## config.mk

```make
export PLATFORM = sky130hd
export DESIGN_NAME = sid_top
export DESIGN_NICKNAME = d
export VERILOG_FILES = /design/src/rtl/sid_voice_pkg.sv /design/src/rtl/sid_bus_pkg.sv /design/src/rtl/voice_regs_if.sv /design/src/rtl/sid_reg_file.sv /design/src/rtl/sid_voice.sv /design/src/rtl/sid_mixer.sv /design/src/rtl/sid_top.sv
export SDC_FILE = /design/constraint.sdc
export NUM_CORES = 2
export LEC_CHECK = 0
export BUFFER_PORTS_ARGS = -buffer_cell sky130_fd_sc_hd__buf_2
export CAP_MARGIN = 20
export CORE_MARGIN = 2
export CORE_UTILIZATION = 57
export DETAILED_ROUTE_END_ITERATION = 8
export PLACE_DENSITY_LB_ADDON = 0.12
export SLEW_MARGIN = 10
export SYNTH_ARGS = -nofsm -noshare
export SYNTH_HDL_FRONTEND = slang
export SYNTH_HIERARCHICAL = 1
export SYNTH_SLANG_ARGS = --single-unit
```

## constraint.sdc

```tcl
create_clock -name clock -period 6 [get_ports clock]
set_input_delay 1.5 -clock clock [delete_from_list [all_inputs] [get_ports clock]]
set_output_delay 1.5 -clock clock [all_outputs]
set_load 0.05 [all_outputs]
```

## src/rtl/sid_voice_pkg.sv

```systemverilog
// Voice widths, control byte layout and waveform select codes, imported by the voice logic
package sid_voice_pkg;

	localparam int NUM_VOICES = 3;

	localparam int OSC_WIDTH   = 24;
	localparam int FREQ_WIDTH  = 16;
	localparam int PW_WIDTH    = 12;
	localparam int WAVE_WIDTH  = 12;
	localparam int LEVEL_WIDTH = 8;
	localparam int LFSR_WIDTH  = 23;

	localparam logic [LFSR_WIDTH-1:0] LFSR_SEED = '1;

	// Waveform nibble of the control byte, one-hot selections only
	localparam logic [3:0] WAVE_TRI   = 4'b0001;
	localparam logic [3:0] WAVE_SAW   = 4'b0010;
	localparam logic [3:0] WAVE_PULSE = 4'b0100;
	localparam logic [3:0] WAVE_NOISE = 4'b1000;

	typedef logic [FREQ_WIDTH-1:0]  freq_t;
	typedef logic [PW_WIDTH-1:0]    pw_t;
	typedef logic [WAVE_WIDTH-1:0]  wave_t;
	typedef logic [LEVEL_WIDTH-1:0] level_t;

	typedef struct packed {
		logic noise;
		logic pulse;
		logic saw;
		logic triangle;
		logic test;
		logic rsvd_ring;
		logic sync;
		logic rsvd_gate;
	} sid_ctrl_t;

endpackage

```

## src/rtl/sid_bus_pkg.sv

```systemverilog
// AXI4-Lite address map, response codes and register word layout of the sound generator
package sid_bus_pkg;

	localparam int ADDR_WIDTH = 5;
	localparam int DATA_WIDTH = 32;

	localparam int VOICE_STRIDE   = 8;
	localparam int VOICE_IDX_LSB  = $clog2(VOICE_STRIDE);
	localparam int OFS_FREQ_PW    = 0;
	localparam int OFS_CTRL_LEVEL = 4;

	localparam logic [ADDR_WIDTH-1:0] ADDR_OSC_READ = 5'h18;

	localparam logic [1:0] RESP_OKAY   = 2'b00;
	localparam logic [1:0] RESP_SLVERR = 2'b10;

	typedef struct packed {
		logic [3:0]           rsvd;
		sid_voice_pkg::pw_t   pw;
		sid_voice_pkg::freq_t freq;
	} freq_pw_t;

	typedef struct packed {
		logic [15:0]              rsvd;
		sid_voice_pkg::level_t    level;
		sid_voice_pkg::sid_ctrl_t ctrl;
	} ctrl_level_t;

	// Word offset within the voice decides which view is valid
	typedef union packed {
		freq_pw_t    freq_pw;
		ctrl_level_t ctrl_level;
	} sid_reg_word_u;

endpackage

```

## src/rtl/voice_regs_if.sv

```systemverilog
// Register settings of one voice, driven by the register file and consumed by that voice
`timescale 1ns/10ps

interface voice_regs_if;

	import sid_voice_pkg::*;

	freq_t     freq;
	pw_t       pw;
	sid_ctrl_t ctrl;
	level_t    level;

	modport reg_file (
		output freq,
		output pw,
		output ctrl,
		output level
	);

	modport voice (
		input freq,
		input pw,
		input ctrl,
		input level
	);

endinterface

```

## src/rtl/sid_reg_file.sv

```systemverilog
// AXI4-Lite slave holding the voice registers and serving readback of the voice 2 waveform
`timescale 1ns/10ps

module sid_reg_file (
	input  logic                               clock,
	input  logic                               reset,
	input  logic [sid_bus_pkg::ADDR_WIDTH-1:0] awaddr,
	input  logic                               awvalid,
	output logic                               awready,
	input  logic [sid_bus_pkg::DATA_WIDTH-1:0] wdata,
	input  logic                               wvalid,
	output logic                               wready,
	output logic [1:0]                         bresp,
	output logic                               bvalid,
	input  logic                               bready,
	input  logic [sid_bus_pkg::ADDR_WIDTH-1:0] araddr,
	input  logic                               arvalid,
	output logic                               arready,
	output logic [sid_bus_pkg::DATA_WIDTH-1:0] rdata,
	output logic [1:0]                         rresp,
	output logic                               rvalid,
	input  logic                               rready,
	input  logic [7:0]                         osc_read,
	voice_regs_if.reg_file                     regs [sid_voice_pkg::NUM_VOICES]
);

	import sid_voice_pkg::*;
	import sid_bus_pkg::*;

	localparam int IDX_WIDTH = ADDR_WIDTH - VOICE_IDX_LSB;

	freq_t     freq_q  [NUM_VOICES];
	pw_t       pw_q    [NUM_VOICES];
	sid_ctrl_t ctrl_q  [NUM_VOICES];
	level_t    level_q [NUM_VOICES];

	logic [IDX_WIDTH-1:0]     aw_idx;
	logic [VOICE_IDX_LSB-1:0] aw_ofs;
	logic [IDX_WIDTH-1:0]     ar_idx;
	logic [VOICE_IDX_LSB-1:0] ar_ofs;
	sid_reg_word_u            wr_word;
	sid_reg_word_u            rd_word;
	sid_ctrl_t                wr_ctrl;

	// Mapped voice word: voice index in range and a known offset
	function automatic logic voice_hit(input logic [ADDR_WIDTH-1:0] addr);
		logic [IDX_WIDTH-1:0]     idx;
		logic [VOICE_IDX_LSB-1:0] ofs;
		idx = addr[ADDR_WIDTH-1:VOICE_IDX_LSB];
		ofs = addr[VOICE_IDX_LSB-1:0];
		return (idx < NUM_VOICES) && (ofs == OFS_FREQ_PW || ofs == OFS_CTRL_LEVEL);
	endfunction

	assign aw_idx  = awaddr[ADDR_WIDTH-1:VOICE_IDX_LSB];
	assign aw_ofs  = awaddr[VOICE_IDX_LSB-1:0];
	assign ar_idx  = araddr[ADDR_WIDTH-1:VOICE_IDX_LSB];
	assign ar_ofs  = araddr[VOICE_IDX_LSB-1:0];
	assign wr_word = wdata;

	always_comb begin
		wr_ctrl = wr_word.ctrl_level.ctrl;
		wr_ctrl.rsvd_ring = 1'b0;
		wr_ctrl.rsvd_gate = 1'b0;
	end

	// Write channel, ready pulses once both address and data are offered
	always_ff @(posedge clock) begin
		if (reset) begin
			awready <= 1'b0;
			wready  <= 1'b0;
			bvalid  <= 1'b0;
			bresp   <= RESP_OKAY;
		end else begin
			awready <= awvalid && wvalid && !awready && !bvalid;
			wready  <= awvalid && wvalid && !awready && !bvalid;
			if (awready) begin
				bvalid <= 1'b1;
				bresp  <= voice_hit(awaddr) ? RESP_OKAY : RESP_SLVERR;
			end else if (bvalid && bready) begin
				bvalid <= 1'b0;
			end
		end
	end

	always_ff @(posedge clock) begin
		if (reset) begin
			for (int v = 0; v < NUM_VOICES; v++) begin
				freq_q[v]  <= '0;
				pw_q[v]    <= '0;
				ctrl_q[v]  <= '0;
				level_q[v] <= '0;
			end
		end else if (awready && voice_hit(awaddr)) begin
			if (aw_ofs == OFS_FREQ_PW) begin
				freq_q[aw_idx] <= wr_word.freq_pw.freq;
				pw_q[aw_idx]   <= wr_word.freq_pw.pw;
			end else begin
				ctrl_q[aw_idx]  <= wr_ctrl;
				level_q[aw_idx] <= wr_word.ctrl_level.level;
			end
		end
	end

	always_comb begin
		rd_word = '0;
		if (voice_hit(araddr)) begin
			if (ar_ofs == OFS_FREQ_PW) begin
				rd_word.freq_pw.freq = freq_q[ar_idx];
				rd_word.freq_pw.pw   = pw_q[ar_idx];
			end else begin
				rd_word.ctrl_level.ctrl  = ctrl_q[ar_idx];
				rd_word.ctrl_level.level = level_q[ar_idx];
			end
		end
	end

	// Read channel
	always_ff @(posedge clock) begin
		if (reset) begin
			arready <= 1'b0;
			rvalid  <= 1'b0;
			rdata   <= '0;
			rresp   <= RESP_OKAY;
		end else begin
			arready <= arvalid && !arready && !rvalid;
			if (arready) begin
				rvalid <= 1'b1;
				if (voice_hit(araddr)) begin
					rdata <= rd_word;
					rresp <= RESP_OKAY;
				end else if (araddr == ADDR_OSC_READ) begin
					rdata <= DATA_WIDTH'(osc_read);
					rresp <= RESP_OKAY;
				end else begin
					rdata <= '0;
					rresp <= RESP_SLVERR;
				end
			end else if (rvalid && rready) begin
				rvalid <= 1'b0;
			end
		end
	end

	for (genvar v = 0; v < NUM_VOICES; v++) begin : g_regs
		assign regs[v].freq  = freq_q[v];
		assign regs[v].pw    = pw_q[v];
		assign regs[v].ctrl  = ctrl_q[v];
		assign regs[v].level = level_q[v];
	end

	a_bvalid_hold : assert property (@(posedge clock) disable iff (reset)
		bvalid && !bready |=> bvalid);
	a_rvalid_hold : assert property (@(posedge clock) disable iff (reset)
		rvalid && !rready |=> rvalid && $stable(rdata));

endmodule

```

## src/rtl/sid_voice.sv

```systemverilog
// One voice with phase accumulator, waveform generators, one-hot selector and level amplifier
`timescale 1ns/10ps

module sid_voice (
	input  logic                 clock,
	input  logic                 reset,
	voice_regs_if.voice          regs,
	input  logic                 sync_msb,
	output logic                 osc_msb,
	output sid_voice_pkg::wave_t sample,
	output logic [7:0]           osc_byte
);

	import sid_voice_pkg::*;

	logic [OSC_WIDTH-1:0]              osc;
	logic [WAVE_WIDTH-1:0]             osc_top;
	logic                              sync_msb_q;
	logic                              sync_fall;
	logic                              osc_edge;
	logic [LFSR_WIDTH-1:0]             lfsr;
	wave_t                             tri_wave;
	wave_t                             saw_wave;
	wave_t                             pulse_wave;
	wave_t                             noise_wave;
	wave_t                             wave_sel;
	logic [WAVE_WIDTH+LEVEL_WIDTH-1:0] amp;

	assign osc_top   = osc[OSC_WIDTH-1 -: WAVE_WIDTH];
	assign sync_fall = regs.ctrl.sync && sync_msb_q && !sync_msb;

	// Hard sync on the falling msb of the feeding voice
	always_ff @(posedge clock) begin
		if (reset) begin
			sync_msb_q <= 1'b0;
			osc        <= '0;
		end else begin
			sync_msb_q <= sync_msb;
			if (regs.ctrl.test || sync_fall)
				osc <= '0;
			else
				osc <= osc + OSC_WIDTH'(regs.freq);
		end
	end

	always_ff @(posedge clock) begin
		if (reset) begin
			tri_wave   <= '0;
			saw_wave   <= '0;
			pulse_wave <= '0;
			noise_wave <= '0;
			osc_edge   <= 1'b0;
			lfsr       <= LFSR_SEED;
		end else begin
			tri_wave   <= {{(WAVE_WIDTH-1){osc[OSC_WIDTH-1]}} ^ osc[OSC_WIDTH-2 -: WAVE_WIDTH-1],
				1'b0};
			saw_wave   <= osc_top;
			pulse_wave <= (regs.ctrl.test || osc_top >= regs.pw) ? '1 : '0;
			noise_wave <= {lfsr[21], lfsr[19], lfsr[15], lfsr[12],
				lfsr[10], lfsr[6], lfsr[3], lfsr[1], 4'b0000};
			osc_edge   <= osc[19];
			// Noise clocks on a rising bit 19
			if (osc[19] && !osc_edge)
				lfsr <= {lfsr[LFSR_WIDTH-2:0], (lfsr[22] | regs.ctrl.test) ^ lfsr[17]};
		end
	end

	always_comb begin
		case ({regs.ctrl.noise, regs.ctrl.pulse, regs.ctrl.saw, regs.ctrl.triangle})
			WAVE_TRI:   wave_sel = tri_wave;
			WAVE_SAW:   wave_sel = saw_wave;
			WAVE_PULSE: wave_sel = pulse_wave;
			WAVE_NOISE: wave_sel = noise_wave;
			default:    wave_sel = '0;
		endcase
	end

	assign amp = wave_sel * regs.level;

	always_ff @(posedge clock) begin
		if (reset)
			sample <= '0;
		else
			sample <= amp[WAVE_WIDTH+LEVEL_WIDTH-1 -: WAVE_WIDTH];
	end

	assign osc_msb  = osc[OSC_WIDTH-1];
	assign osc_byte = wave_sel[WAVE_WIDTH-1 -: 8];

	a_test_clears : assert property (@(posedge clock) disable iff (reset)
		regs.ctrl.test |=> osc == '0 ##1 saw_wave == '0);

endmodule

```

## src/rtl/sid_mixer.sv

```systemverilog
// Registered sum of the voice samples that forms the audio output word of the top level
`timescale 1ns/10ps

module sid_mixer (
	input  logic                 clock,
	input  logic                 reset,
	input  sid_voice_pkg::wave_t samples [sid_voice_pkg::NUM_VOICES],
	output logic [13:0]          audio_out
);

	import sid_voice_pkg::*;

	logic [13:0] sum;

	always_comb begin
		sum = '0;
		for (int v = 0; v < NUM_VOICES; v++) begin
			sum = sum + 14'(samples[v]);
		end
	end

	always_ff @(posedge clock) begin
		if (reset)
			audio_out <= '0;
		else
			audio_out <= sum;
	end

	// Headroom for every voice at full scale
	a_no_overflow : assert property (@(posedge clock) disable iff (reset)
		audio_out <= NUM_VOICES *
			((((1 << WAVE_WIDTH) - 1) * ((1 << LEVEL_WIDTH) - 1)) >> LEVEL_WIDTH));

endmodule

```

## src/rtl/sid_top.sv

```systemverilog
// Top level of the three-voice sound generator with AXI4-Lite register access
`timescale 1ns/10ps

module sid_top (
	input  logic                               clock,
	input  logic                               reset,
	input  logic [sid_bus_pkg::ADDR_WIDTH-1:0] awaddr,
	input  logic                               awvalid,
	output logic                               awready,
	input  logic [sid_bus_pkg::DATA_WIDTH-1:0] wdata,
	input  logic                               wvalid,
	output logic                               wready,
	output logic [1:0]                         bresp,
	output logic                               bvalid,
	input  logic                               bready,
	input  logic [sid_bus_pkg::ADDR_WIDTH-1:0] araddr,
	input  logic                               arvalid,
	output logic                               arready,
	output logic [sid_bus_pkg::DATA_WIDTH-1:0] rdata,
	output logic [1:0]                         rresp,
	output logic                               rvalid,
	input  logic                               rready,
	output logic [13:0]                        audio_out
);

	import sid_voice_pkg::*;

	logic [NUM_VOICES-1:0] osc_msb;
	wave_t                 samples  [NUM_VOICES];
	logic [7:0]            osc_byte [NUM_VOICES];

	voice_regs_if regs [NUM_VOICES] ();

	// Readback port shows the last voice
	sid_reg_file u_reg_file (
		.clock    (clock),
		.reset    (reset),
		.awaddr   (awaddr),
		.awvalid  (awvalid),
		.awready  (awready),
		.wdata    (wdata),
		.wvalid   (wvalid),
		.wready   (wready),
		.bresp    (bresp),
		.bvalid   (bvalid),
		.bready   (bready),
		.araddr   (araddr),
		.arvalid  (arvalid),
		.arready  (arready),
		.rdata    (rdata),
		.rresp    (rresp),
		.rvalid   (rvalid),
		.rready   (rready),
		.osc_read (osc_byte[NUM_VOICES-1]),
		.regs     (regs)
	);

	for (genvar v = 0; v < NUM_VOICES; v++) begin : g_voice
		// Voice v syncs to the previous voice in the ring
		sid_voice u_voice (
			.clock    (clock),
			.reset    (reset),
			.regs     (regs[v]),
			.sync_msb (osc_msb[(v + NUM_VOICES - 1) % NUM_VOICES]),
			.osc_msb  (osc_msb[v]),
			.sample   (samples[v]),
			.osc_byte (osc_byte[v])
		);
	end

	sid_mixer u_mixer (
		.clock     (clock),
		.reset     (reset),
		.samples   (samples),
		.audio_out (audio_out)
	);

endmodule

```

==> impl_metrics.toml <==
[sta]
final_hold_viol_count = 0
worst_slew_pin_slew_ns = 0.996
max_freq_mhz = 175
setup_tns_ns = 0
finalCriticalPeriod_ns = 5.70
maxSlewHeadroom = 0.335
period_share = 0.950
finClkSkew_ns = 0.0262
maxSlewViolCount = 0
layout_setup_ws_ns = 0.301
rsz0062_at_grt = "false"
setup_viol = 0

[die]
dieHeight_um = 238
die-area_um2 = 56400
start_util = 0.577
row_count = 85
io_pins = 104
fp.coreArea_um2 = 53800
die_w_um = 238

[worst_setup_path]
crit_fanout = 7
rrSetupSlack_ns = 0.30
crit_type = "flip-flop to flip-flop"
cp_data_arrival_time_ns = 6.18
critPathCaptureType = "flip-flop"
r2r_end = "g_voice[2].u_voice/sample[11]"
r2r.worst_path.cells = 18
worstPathRequired_ns = 6.48
reg2reg_from = "u_reg_file/ctrl_q[2][2]"
critPathLaunchType = "flip-flop"

[power]
total_power_mw = 7.19
peakVddDrop_mv = 0.217
powerDensity_nw_per_um2 = 210
power.leakage_nw = 15.5

[cells_and_area]
utilization = 0.635
area_growth_pct = 9.89
final_cell_area_um2 = 34200
nNetsFinal = 3878
drive_gt1_frac = 0.101
fillers = 4506

[place]
dpl.hpwl_um = 63400
place_area_um2 = 32500
post-place-ws_ns = 0.147
gp_congestion = 0.934
io_buffers = 93

[cts]
clock-root-buffer = "clkbuf_16"
htree_levels = 2
clk_pin_slew_worst_paths_ns = 0.07
clock_sinks = 462
clk_latency_ns = 0.61
cts_buffers = 49
cts_buffer_depth = 3
cts_tree = "built"

[hold_path]
hold_class = "flip-flop to flip-flop"
holdCritStartpoint = "u_reg_file/bvalid"
min_to = "u_reg_file/wready"
whs_path_depth = 1

[drt]
drc = 0
dr_total_vias = 24300
drtPass1Iterations = 7
wl_per_cell_um = 20.2
viasPerCell = 5.84
wirelength_um = 84200
ant_nets = 0
drt_iter0_drc = 1831

[grt]
grt_use_total = 0.301
antenna_found_initial = 1
grt_max_degree = 202
grt_pass1_vias = 24200
overflow = 0
grt_pass1_wl_um = 133000

[yosys]
syn-cell-area_um2 = 31100
synthCells = 3334
yosysWarnings = 6
avgSynthCellArea_um2 = 9.32

[outcome]
outcome = "complete, no violations"

[job]
drv_cap = 0
-- how the worst max path moves through the flow --
stage | from | endpoint | depth (start not counted)
3_5_place_dp | u_reg_file/ctrl_q[0][3] | g_voice[0].u_voice/sample[10] | 18
6_report | u_reg_file/ctrl_q[2][2] | g_voice[2].u_voice/sample[11] | 18
5_1_grt | u_reg_file/ctrl_q[0][5] | g_voice[0].u_voice/sample[11] | 20
3_3_place_gp | u_reg_file/ctrl_q[0][3] | g_voice[0].u_voice/sample[10] | 18
2_1_floorplan | u_reg_file/ctrl_q[0][3] | g_voice[0].u_voice/sample[10] | 19
4_1_cts | u_reg_file/ctrl_q[0][3] | g_voice[0].u_voice/sample[10] | 18
-- critical path, cell delays in order (launching register included) --
cell	delay, ns
edfxtp_1	0.54
nor2b_1	0.45
a22oi_1	0.28
o21ai_2	0.34
nand2_1	0.13
fa_1	0.53
fa_1	0.55
inv_1	0.05
fa_1	0.48
inv_1	0.05
fa_1	0.51
inv_1	0.06
ha_1	0.33
and2_1	0.17
nand3_1	0.10
o211ai_1	0.11
a221o_1	0.34
a31oi_1	0.18
mux2_2	0.36
-- layer usage --
| metal | track usage | wire, µm |
|---|---|---|
| met5 | 0 | 0 |
| met3 | 0.0438 | 5400 |
| met2 | 0.514 | 40500 |
| met1 | 0.388 | 35100 |
| met4 | 0.113 | 3160 |
-- power breakdown --
part / internal (mW) / switching [mW]
clock: 1.75 / 1.31
sequential: 3.30 / 0.0890
combinational: 0.269 / 0.463
total: 5.33 / 1.86
-- flip-flops by register name, indices dropped and copies added, names as in the netlist, 3 cells and up --
signal                      flops
g_voice.u_voice/lfsr           69
g_voice.u_voice/noise_wave     24
g_voice.u_voice/osc            72
g_voice.u_voice/pulse_wave      3
g_voice.u_voice/sample         36
g_voice.u_voice/saw_wave       36
g_voice.u_voice/sync_msb_q      3
g_voice.u_voice/tri_wave       33
u_mixer/audio_out              14
u_reg_file/ctrl_q              18
u_reg_file/freq_q              48
u_reg_file/level_q             24
u_reg_file/pw_q                48
u_reg_file/rdata               28
-- layout make-up --
cell class,instances,area [µm²],share of cell area
multi-input combinational,2418,18700,0.546
inverter,314,1180,0.0345
tap,696,871,0.0255
clock inverter,17,189,0.00553
timing repair buffer,185,1180,0.0347
sequential,462,10600,0.311
antenna,1,2.50,0.0000733
clock buffer,72,1430,0.0420
-- through the flow --
step / hold slack [ns] / cells
after detailed placement: 0.436 / 4073
after CTS: 0.450 / 4162
after floorplan: 0.435 / 3351
final: 0.450 / 4165
after global placement: 0.423 / 4072
after global routing: 0.463 / 4164
-- cells in the final DEF (no fill, tap or decap), types with 14 or more instances in the layout --
cell type and n:
nand3_1 64, nor4_1 19, dfxtp_1 324, o21a_1 19
nand2b_1 58, mux2i_1 34, clkbuf_16 50, a21o_1 46
and2_1 224, edfxtp_1 138, ha_1 206, buf_2 92
a31oi_1 26, a22oi_1 21, and3_1 16, nand3b_1 75
a211oi_1 19, mux4_2 15, o211ai_1 30, xnor2_1 64
a21oi_1 151, nor3_1 48, buf_4 90, or2_2 14
nor3b_1 16, nand4_1 25, fa_1 193, nand2_1 273
nor2_1 283, o21ai_1 26, inv_1 314, nor2b_1 157
conb_1 18, o21ai_0 72
-- repair_timing --
| action | in CTS | in global routing |
|---|---|---|
| hold buffers | 0 | 0 |
| endpoints found under the hold margin | 0 | 0 |
| setup endpoints to repair | 0 | 6 |
| resized for setup | 0 | 3 |
| setup buffers | 0 | 2 |
Note: power is estimated with default switching activity, not from simulation.
